==> src/common/vproc_pkg.sv <==
// Video processing shared definitions

package vproc_pkg;

    // ------------------------------------------------------------------
    // pixel and coefficient formats
    // ------------------------------------------------------------------
    localparam int PIXEL_WIDTH    = 8;
    // Q3.6 unsigned, 64 is 1.0
    localparam int COE_WIDTH      = 9;
    localparam int COE_FRAC_WIDTH = 6;

    // half an output lsb, added before the shift
    localparam int ROUND_ADD      = 1 << (COE_FRAC_WIDTH - 1);
    localparam int PIX_MAX        = (1 << PIXEL_WIDTH) - 1;

    // ------------------------------------------------------------------
    // register map
    // ------------------------------------------------------------------
    localparam int CFG_ADDR_WIDTH = 2;

    localparam logic [CFG_ADDR_WIDTH-1:0] ADDR_YCOE0 = 2'd0;
    localparam logic [CFG_ADDR_WIDTH-1:0] ADDR_YCOE1 = 2'd1;
    localparam logic [CFG_ADDR_WIDTH-1:0] ADDR_YCOE2 = 2'd2;
    localparam logic [CFG_ADDR_WIDTH-1:0] ADDR_SAT   = 2'd3;

    // luma weights near 0.299, 0.587, 0.114
    localparam logic [COE_WIDTH-1:0] YCOE0_DEFAULT = 9'd19;
    localparam logic [COE_WIDTH-1:0] YCOE1_DEFAULT = 9'd38;
    localparam logic [COE_WIDTH-1:0] YCOE2_DEFAULT = 9'd7;
    // unity saturation
    localparam logic [COE_WIDTH-1:0] SAT_DEFAULT   = 9'd64;

    // ------------------------------------------------------------------
    // pipeline timing
    // ------------------------------------------------------------------
    // luma input register to luma out
    localparam int LUMA_LATENCY = 4;
    // sampled input to video out
    localparam int PIPE_LATENCY = 9;

endpackage

==> src/rtl/coef_regs.sv <==
// Coefficient registers
`timescale 1ns/1ps

module coef_regs import vproc_pkg::*; (
    input  logic                      clk,
    input  logic                      reset_i,
    input  logic                      cfg_req_i,
    input  logic [CFG_ADDR_WIDTH-1:0] cfg_addr_i,
    input  logic [COE_WIDTH-1:0]      cfg_data_i,
    output logic                      cfg_ack_o,
    output logic [COE_WIDTH-1:0]      ycoe0_o,
    output logic [COE_WIDTH-1:0]      ycoe1_o,
    output logic [COE_WIDTH-1:0]      ycoe2_o,
    output logic [COE_WIDTH-1:0]      sat_o
);

    logic                 ack_q;
    logic [COE_WIDTH-1:0] ycoe0_q;
    logic [COE_WIDTH-1:0] ycoe1_q;
    logic [COE_WIDTH-1:0] ycoe2_q;
    logic [COE_WIDTH-1:0] sat_q;

    // write once per request while ack is low
    logic wr_en;

    assign wr_en = cfg_req_i && !ack_q;

    // ------------------------------------------------------------------
    // four-phase handshake
    // ------------------------------------------------------------------
    always_ff @(posedge clk) begin
        if (reset_i) begin
            ack_q <= 1'b0;
        end else if (wr_en) begin
            ack_q <= 1'b1;
        end else if (!cfg_req_i) begin
            // host has released req
            ack_q <= 1'b0;
        end
    end

    // ------------------------------------------------------------------
    // register file
    // ------------------------------------------------------------------
    always_ff @(posedge clk) begin
        if (reset_i) begin
            ycoe0_q <= YCOE0_DEFAULT;
            ycoe1_q <= YCOE1_DEFAULT;
            ycoe2_q <= YCOE2_DEFAULT;
            sat_q   <= SAT_DEFAULT;
        end else if (wr_en) begin
            case (cfg_addr_i)
                ADDR_YCOE0: ycoe0_q <= cfg_data_i;
                ADDR_YCOE1: ycoe1_q <= cfg_data_i;
                ADDR_YCOE2: ycoe2_q <= cfg_data_i;
                ADDR_SAT:   sat_q   <= cfg_data_i;
            endcase
        end
    end

    assign cfg_ack_o = ack_q;
    assign ycoe0_o   = ycoe0_q;
    assign ycoe1_o   = ycoe1_q;
    assign ycoe2_o   = ycoe2_q;
    assign sat_o     = sat_q;

endmodule

==> src/rtl/video_adjust_top.sv <==
// Video colour adjustment top
`timescale 1ns/1ps

module video_adjust_top import vproc_pkg::*; (
    input  logic                      clk,
    input  logic                      reset_i,
    // register port
    input  logic                      cfg_req_i,
    input  logic [CFG_ADDR_WIDTH-1:0] cfg_addr_i,
    input  logic [COE_WIDTH-1:0]      cfg_data_i,
    output logic                      cfg_ack_o,
    // video in
    input  logic [3*PIXEL_WIDTH-1:0]  di_i,
    input  logic                      de_i,
    input  logic                      hs_i,
    input  logic                      vs_i,
    // video out
    output logic [3*PIXEL_WIDTH-1:0]  do_o,
    output logic                      de_o,
    output logic                      hs_o,
    output logic                      vs_o
);

    logic [COE_WIDTH-1:0] ycoe0;
    logic [COE_WIDTH-1:0] ycoe1;
    logic [COE_WIDTH-1:0] ycoe2;
    logic [COE_WIDTH-1:0] sat;

    coef_regs u_coef_regs (
        .clk        (clk),
        .reset_i    (reset_i),
        .cfg_req_i  (cfg_req_i),
        .cfg_addr_i (cfg_addr_i),
        .cfg_data_i (cfg_data_i),
        .cfg_ack_o  (cfg_ack_o),
        .ycoe0_o    (ycoe0),
        .ycoe1_o    (ycoe1),
        .ycoe2_o    (ycoe2),
        .sat_o      (sat)
    );

    saturation u_saturation (
        .clk     (clk),
        .reset_i (reset_i),
        .di_i    (di_i),
        .de_i    (de_i),
        .hs_i    (hs_i),
        .vs_i    (vs_i),
        .ycoe0_i (ycoe0),
        .ycoe1_i (ycoe1),
        .ycoe2_i (ycoe2),
        .sat_i   (sat),
        .do_o    (do_o),
        .de_o    (de_o),
        .hs_o    (hs_o),
        .vs_o    (vs_o)
    );

endmodule

==> src/saturation/chroma_mix.sv <==
// Chroma mix for one channel
`timescale 1ns/1ps

module chroma_mix import vproc_pkg::*; (
    input  logic                   clk,
    input  logic [PIXEL_WIDTH-1:0] p_i,
    input  logic [PIXEL_WIDTH-1:0] y_i,
    input  logic [COE_WIDTH-1:0]   sat_i,
    output logic [PIXEL_WIDTH-1:0] p_o
);

    // p - y needs one extra bit for the sign
    localparam int DIFF_W = PIXEL_WIDTH + 1;
    // signed difference times zero-extended saturation
    localparam int PROD_W = DIFF_W + COE_WIDTH + 1;
    localparam int YS_W   = PIXEL_WIDTH + COE_FRAC_WIDTH;
    localparam int MIX_W  = PROD_W + 1;

    localparam logic signed [MIX_W-1:0] ROUND_C = MIX_W'(ROUND_ADD);

    logic signed [DIFF_W-1:0] diff_q;
    logic        [YS_W-1:0]   y_scaled_q;
    logic        [YS_W-1:0]   y_scaled_d;
    logic signed [PROD_W-1:0] prod_q;
    logic signed [MIX_W-1:0]  mix_q;

    // floor division by 64
    logic signed [MIX_W-1:0]  mix_sh;

    assign mix_sh = mix_q >>> COE_FRAC_WIDTH;

    // ------------------------------------------------------------------
    // stages 1 to 4
    // ------------------------------------------------------------------
    always_ff @(posedge clk) begin
        // stage 1
        diff_q     <= $signed({1'b0, p_i}) - $signed({1'b0, y_i});
        y_scaled_q <= {y_i, {COE_FRAC_WIDTH{1'b0}}};

        // stage 2
        prod_q     <= diff_q * $signed({1'b0, sat_i});
        y_scaled_d <= y_scaled_q;

        // stage 3
        mix_q <= prod_q + $signed({1'b0, y_scaled_d}) + ROUND_C;

        // stage 4, clamp to 0..255
        if (mix_sh < 0) begin
            p_o <= '0;
        end else if (mix_sh > PIX_MAX) begin
            p_o <= PIXEL_WIDTH'(PIX_MAX);
        end else begin
            p_o <= mix_sh[PIXEL_WIDTH-1:0];
        end
    end

endmodule

==> src/saturation/luma_sum.sv <==
// Weighted luma sum
`timescale 1ns/1ps

module luma_sum import vproc_pkg::*; (
    input  logic                   clk,
    input  logic [PIXEL_WIDTH-1:0] r_i,
    input  logic [PIXEL_WIDTH-1:0] g_i,
    input  logic [PIXEL_WIDTH-1:0] b_i,
    input  logic [COE_WIDTH-1:0]   ycoe0_i,
    input  logic [COE_WIDTH-1:0]   ycoe1_i,
    input  logic [COE_WIDTH-1:0]   ycoe2_i,
    output logic [PIXEL_WIDTH-1:0] y_o
);

    // full width product, then one carry bit per addition
    localparam int PROD_W = PIXEL_WIDTH + COE_WIDTH;
    localparam int RG_W   = PROD_W + 1;
    localparam int SUM_W  = PROD_W + 2;

    localparam logic [SUM_W-1:0] ROUND_C = SUM_W'(ROUND_ADD);

    logic [PROD_W-1:0] prod_r_q;
    logic [PROD_W-1:0] prod_g_q;
    logic [PROD_W-1:0] prod_b_q;
    logic [PROD_W-1:0] prod_b_d;
    logic [RG_W-1:0]   sum_rg_q;
    logic [SUM_W-1:0]  sum_q;

    // integer part of the rounded sum
    logic [SUM_W-COE_FRAC_WIDTH-1:0] y_int;

    assign y_int = sum_q[SUM_W-1:COE_FRAC_WIDTH];

    // ------------------------------------------------------------------
    // stages 1 to 4
    // ------------------------------------------------------------------
    always_ff @(posedge clk) begin
        // stage 1
        prod_r_q <= r_i * ycoe0_i;
        prod_g_q <= g_i * ycoe1_i;
        prod_b_q <= b_i * ycoe2_i;

        // stage 2, blue waits a cycle
        sum_rg_q <= prod_r_q + prod_g_q;
        prod_b_d <= prod_b_q;

        // stage 3
        sum_q <= sum_rg_q + prod_b_d + ROUND_C;

        // stage 4
        if (y_int > PIX_MAX) begin
            y_o <= PIXEL_WIDTH'(PIX_MAX);
        end else begin
            y_o <= sum_q[COE_FRAC_WIDTH +: PIXEL_WIDTH];
        end
    end

endmodule

==> src/saturation/saturation.sv <==
// Saturation pipeline
`timescale 1ns/1ps

module saturation import vproc_pkg::*; (
    input  logic                     clk,
    input  logic                     reset_i,
    // red low, green middle, blue high
    input  logic [3*PIXEL_WIDTH-1:0] di_i,
    input  logic                     de_i,
    input  logic                     hs_i,
    input  logic                     vs_i,
    input  logic [COE_WIDTH-1:0]     ycoe0_i,
    input  logic [COE_WIDTH-1:0]     ycoe1_i,
    input  logic [COE_WIDTH-1:0]     ycoe2_i,
    input  logic [COE_WIDTH-1:0]     sat_i,
    output logic [3*PIXEL_WIDTH-1:0] do_o,
    output logic                     de_o,
    output logic                     hs_o,
    output logic                     vs_o
);

    logic [3*PIXEL_WIDTH-1:0] pix_q;
    logic [3*PIXEL_WIDTH-1:0] pix_dly [LUMA_LATENCY];
    logic [PIXEL_WIDTH-1:0]   luma;
    logic [PIPE_LATENCY-1:0]  de_sr;
    logic [PIPE_LATENCY-1:0]  hs_sr;
    logic [PIPE_LATENCY-1:0]  vs_sr;

    // input register and pixel delay to meet luma
    always_ff @(posedge clk) begin
        pix_q      <= di_i;
        pix_dly[0] <= pix_q;
        for (int i = 1; i < LUMA_LATENCY; i++) begin
            pix_dly[i] <= pix_dly[i-1];
        end
    end

    // sync delay line, matches the full pixel path
    always_ff @(posedge clk) begin
        if (reset_i) begin
            de_sr <= '0;
            hs_sr <= '0;
            vs_sr <= '0;
        end else begin
            de_sr <= {de_sr[PIPE_LATENCY-2:0], de_i};
            hs_sr <= {hs_sr[PIPE_LATENCY-2:0], hs_i};
            vs_sr <= {vs_sr[PIPE_LATENCY-2:0], vs_i};
        end
    end

    assign de_o = de_sr[PIPE_LATENCY-1];
    assign hs_o = hs_sr[PIPE_LATENCY-1];
    assign vs_o = vs_sr[PIPE_LATENCY-1];

    luma_sum u_luma_sum (
        .clk     (clk),
        .r_i     (pix_q[0*PIXEL_WIDTH +: PIXEL_WIDTH]),
        .g_i     (pix_q[1*PIXEL_WIDTH +: PIXEL_WIDTH]),
        .b_i     (pix_q[2*PIXEL_WIDTH +: PIXEL_WIDTH]),
        .ycoe0_i (ycoe0_i),
        .ycoe1_i (ycoe1_i),
        .ycoe2_i (ycoe2_i),
        .y_o     (luma)
    );

    for (genvar ch = 0; ch < 3; ch++) begin : g_mix
        chroma_mix u_chroma_mix (
            .clk   (clk),
            .p_i   (pix_dly[LUMA_LATENCY-1][ch*PIXEL_WIDTH +: PIXEL_WIDTH]),
            .y_i   (luma),
            .sat_i (sat_i),
            .p_o   (do_o[ch*PIXEL_WIDTH +: PIXEL_WIDTH])
        );
    end

endmodule

==> config.mk <==
export PLATFORM = sky130hd
export DESIGN_NAME = video_adjust_top
export DESIGN_NICKNAME = d
export VERILOG_FILES = /design/src/common/vproc_pkg.sv /design/src/rtl/coef_regs.sv /design/src/rtl/video_adjust_top.sv /design/src/saturation/chroma_mix.sv /design/src/saturation/luma_sum.sv /design/src/saturation/saturation.sv
export SDC_FILE = /design/constraint.sdc
export NUM_CORES = 1
export LEC_CHECK = 0
export ABC_CLOCK_PERIOD_IN_PS = 6500
export BUFFER_PORTS_ARGS = -buffer_cell sky130_fd_sc_hd__buf_2
export CELL_PAD_IN_SITES_DETAIL_PLACEMENT = 1
export CELL_PAD_IN_SITES_GLOBAL_PLACEMENT = 2
export CORE_MARGIN = 1
export CORE_UTILIZATION = 42
export DETAILED_ROUTE_END_ITERATION = 12
export PLACE_DENSITY = 0.85
export SYNTH_ARGS = -nofsm -noshare
export SYNTH_HDL_FRONTEND = slang
export SYNTH_SLANG_ARGS = --single-unit
==> constraint.sdc <==
create_clock -name clk -period 6.5 [get_ports clk]
set_clock_uncertainty 0.15 [all_clocks]
set_input_delay 0.975 -clock clk [delete_from_list [all_inputs] [get_ports clk]]
set_output_delay 0.975 -clock clk [all_outputs]
set_load 0.02 [all_outputs]
==> results.yml <==
synth:
  synth_ff_type: "dfxtp_1"
  syn-num-nets: 3503
  ys_top_cells_by_area: "dfxtp_1 (31%), fa_1 (20%), ha_1 (16%)"
  synth.avg_cell_area_um2: 10.05
  yosys.area_share.simple: 0.1487
  synth_compound_area_frac: 0.07129
  ys_seq_area_frac: 0.3125
  ys_async_sr_fraction: 0
  synth-warning-count: 0
  synth.distinct_cells: 56
  yosys.area_share.adder: 0.3597
  yosysTopAreaCell: "dfxtp_1"
  muxShareOfSynthArea: 0.004243
  netlist_area_um2: 28310
  synth-edff-count: 0
  synthCells: 2818
  ys_ff_latch: 442
  synthXorXnorAreaFrac: 0.04548
  synth_top_family_by_area: "adder cells"
  synth_top_area_share: 0.3125
outcome:
  status: "finished, final reports clean"
die:
  start_util: 0.4276
  std_cell_rows: 94
  core_um2: 66220
  die_h_um: 261.6
  die_area_um2: 68450
  die-width_um: 261.6
  ioPinCount: 69
grt:
  globalRouteTotalUtil: 0.1986
  antenna_found_initial: 3
  grt_max_degree: 65
  grt_pass1_vias: 21500
  grt_pass1_wl_um: 108000
  overflow: 0
finish:
  final_cell_mix: "dfxtp_1 (442), inv_1 (387), ha_1 (361)"
  post-route-cell-area_um2: 31350
  area_growth_pct: 10.72
  nets: 3583
  diodes: 0
  layout-drive-gt1-share: 0.05756
  layout_commonest_cell: "dfxtp_1"
placed_design:
  preCtsSetupSlack_ns: 0.9492
  port-buffer-count: 68
  placed_area_um2: 29630
  dp_hpwl_um: 51640
  place.gp.congestion: 0.8735
timing:
  drv_slew: 0
  report.final.hold_viol_count: 0
  rsz0062_at_grt: "no"
  tns_ns: 0
  min_period_ns: 5.560
  setup_ws_ns: 0.9396
  period_share: 0.8554
  whs_ns: 0.1642
  fmaxAchievable_mhz: 179.8
  slew_headroom: 0.1745
  worstMarginPinSlew_ns: 1.234
  setup_viol: 0
pwr:
  p_sw_w: 0.006104
  clkPwrFrac: 0.195
  seqPwrFrac: 0.287
  p_per_area_nw_per_um2: 474.8
  vdd_ir_drop_max_v: 0.0002256
  leakage_nw: 15.47
  swShare: 0.4101
  power_w: 0.01488
  intPower_w: 0.008779
  combPwrFrac: 0.518
cts:
  cts_tree: "built"
  cts-hold-fix-buffers: 0
  cts_made_buffers: 49
  clock_latency_ns: 0.63
  cts_num_sinks: 442
  root_buffer: "clkbuf_16"
  cts-resized-gates: 0
  htree_levels: 2
  post-cts-setup-buffers: 0
  clk_path_buf_depth: 3
  path_clk_slew_ns: 0.06
routing:
  num_vias: 18890
  drc: 0
  ant_nets: 0
  drt_iter0_drc: 618
  routed_wl_um: 64920
  avgRoutedWirePerCell_um: 17.08
  viasPerCell: 4.971
  drt_first_pass_iters: 5
hold_path:
  holdPathStages: 0
  min-delay-path-class: "reg2reg"
  hp-start: "u_saturation.pix_dly[2][10]"
  hold_path_end: "u_saturation.pix_dly[3][10]"
setup_path:
  cp_max_fo: 20
  r2r_cells: 18
  cp-start-kind: "flop"
  r2r-end: "u_saturation.g_mix[1].u_chroma_mix.prod_q[17]"
  startpoint: "u_coef_regs.sat_o[4]"
  cp.required_ns: 6.88
  r2r_slack_ns: 0.94
  end_kind: "flop"
  timing_worst_setup_path_type: "reg2reg"
  r2r-start: "u_coef_regs.sat_o[4]"
  worstPathArrival_ns: 5.94
run:
  max-cap-violations: 0
==> stage by stage <==
stage,util,instances
4_1_cts,0.4734,3800
6_report,0.4734,3800
3_3_place_gp,0.4475,3711
5_1_grt,0.4734,3800
3_5_place_dp,0.4475,3711
2_1_floorplan,-,2818
==> layout make-up <==
type                    count  area [µm²]
clock buffers              68        1408
multi-input cells        1938       17820
fillers                  7420       34870
clock inverters            21       307.8
flip-flops and latches    442        8848
repair buffers             80       430.4
well taps                 864        1081
inverters                 387        1453
==> worst max path at each step <==
stage,slack [ns],to
after global routing,0.64,u_saturation.g_mix[0].u_chroma_mix.prod_q[18]
final,0.94,u_saturation.g_mix[1].u_chroma_mix.prod_q[17]
after global placement,1.10,u_saturation.g_mix[1].u_chroma_mix.prod_q[17]
after detailed placement,0.95,u_saturation.g_mix[2].u_chroma_mix.prod_q[15]
after CTS,0.93,u_saturation.g_mix[2].u_chroma_mix.prod_q[15]
after floorplan,1.36,u_saturation.g_mix[1].u_chroma_mix.prod_q[17]
==> critical path, cell delays in order (launching register included) <==
cell and delay [ns]:
dfxtp_1 0.83, nand2_1 0.16, fa_1 0.54, inv_1 0.05, fa_1 0.45, ha_1 0.30
inv_1 0.06, fa_1 0.53, inv_1 0.04, ha_1 0.28, ha_1 0.24, fa_1 0.41
a21o_1 0.22, a311oi_1 0.30, o21bai_1 0.14, a21oi_1 0.16, nor2b_1 0.08, o41ai_1 0.34
xnor2_1 0.18
==> cells in the mapped netlist, types with 3 or more instances <==
| library cell | instances |
|---|---|
| a211o_1 | 8 |
| a211oi_1 | 7 |
| a21boi_1 | 6 |
| a21o_1 | 44 |
| a21oi_1 | 105 |
| a31oi_1 | 9 |
| a41o_1 | 3 |
| a41oi_1 | 4 |
| and2_1 | 286 |
| and3_1 | 8 |
| buf_1 | 8 |
| clkbuf_1 | 43 |
| dfxtp_1 | 442 |
| fa_1 | 283 |
| ha_1 | 361 |
| inv_1 | 387 |
| mux2i_1 | 12 |
| nand2_1 | 228 |
| nand2b_1 | 21 |
| nand3_1 | 4 |
| nand3b_1 | 5 |
| nand4_1 | 8 |
| nor2_1 | 133 |
| nor2b_1 | 78 |
| nor3_1 | 21 |
| o211ai_1 | 10 |
| o21a_1 | 25 |
| o21ai_0 | 32 |
| o21ai_1 | 30 |
| o21bai_1 | 13 |
| o31a_1 | 4 |
| or2_2 | 3 |
| or3_1 | 15 |
| xnor2_1 | 103 |
| xor2_1 | 44 |
==> registers in the layout, summed over array words and instances, names as in the netlist, 13 cells and up <==
| signal | count |
|---|---|
| u_saturation.pix_dly | 96 |
| u_saturation.g_mix.u_chroma_mix.mix_q | 42 |
| u_saturation.g_mix.u_chroma_mix.prod_q | 42 |
| u_saturation.g_mix.u_chroma_mix.diff_q | 27 |
| u_saturation.g_mix.u_chroma_mix.p_o | 24 |
| u_saturation.pix_q | 24 |
| u_saturation.u_luma_sum.sum_rg_q | 18 |
| u_saturation.u_luma_sum.prod_b_d | 17 |
| u_saturation.u_luma_sum.prod_b_q | 17 |
| u_saturation.u_luma_sum.prod_g_q | 17 |
| u_saturation.u_luma_sum.prod_r_q | 17 |
| u_saturation.u_luma_sum.sum_q | 13 |
==> layer usage <==
metal	vias to the layer above	GRT usage	wire length, µm
li1	9124	-	-
met1	9414	0.2304	27230
met2	228	0.3650	33220
met3	123	0.02623	1873
met4	0	0.08333	2602
met5	-	0	0
==> kinds of logic (layout without fill, tap and decap cells) <==
logic type	count (synthesis)	after routing
AO/OA/AOI/OAI	317	317
XOR/XNOR	147	147
adder cells (fa/ha/maj)	644	644
buffers and inverters	438	556
flip-flops	442	442
multiplexers	12	12
AND/OR/NAND/NOR	818	818
==> power groups by stage <==
stage          clock network [W]  registers [W]  logic [W]
2_1_floorplan                  0        0.00404    0.00595
3_3_place_gp                   0        0.00431    0.00748
3_5_place_dp                   0        0.00434    0.00774
4_1_cts                  0.00300        0.00429    0.00788
5_1_grt                  0.00310        0.00437    0.00885
6_report                 0.00290        0.00428    0.00771
Note: power is estimated with default switching activity, not from simulation.
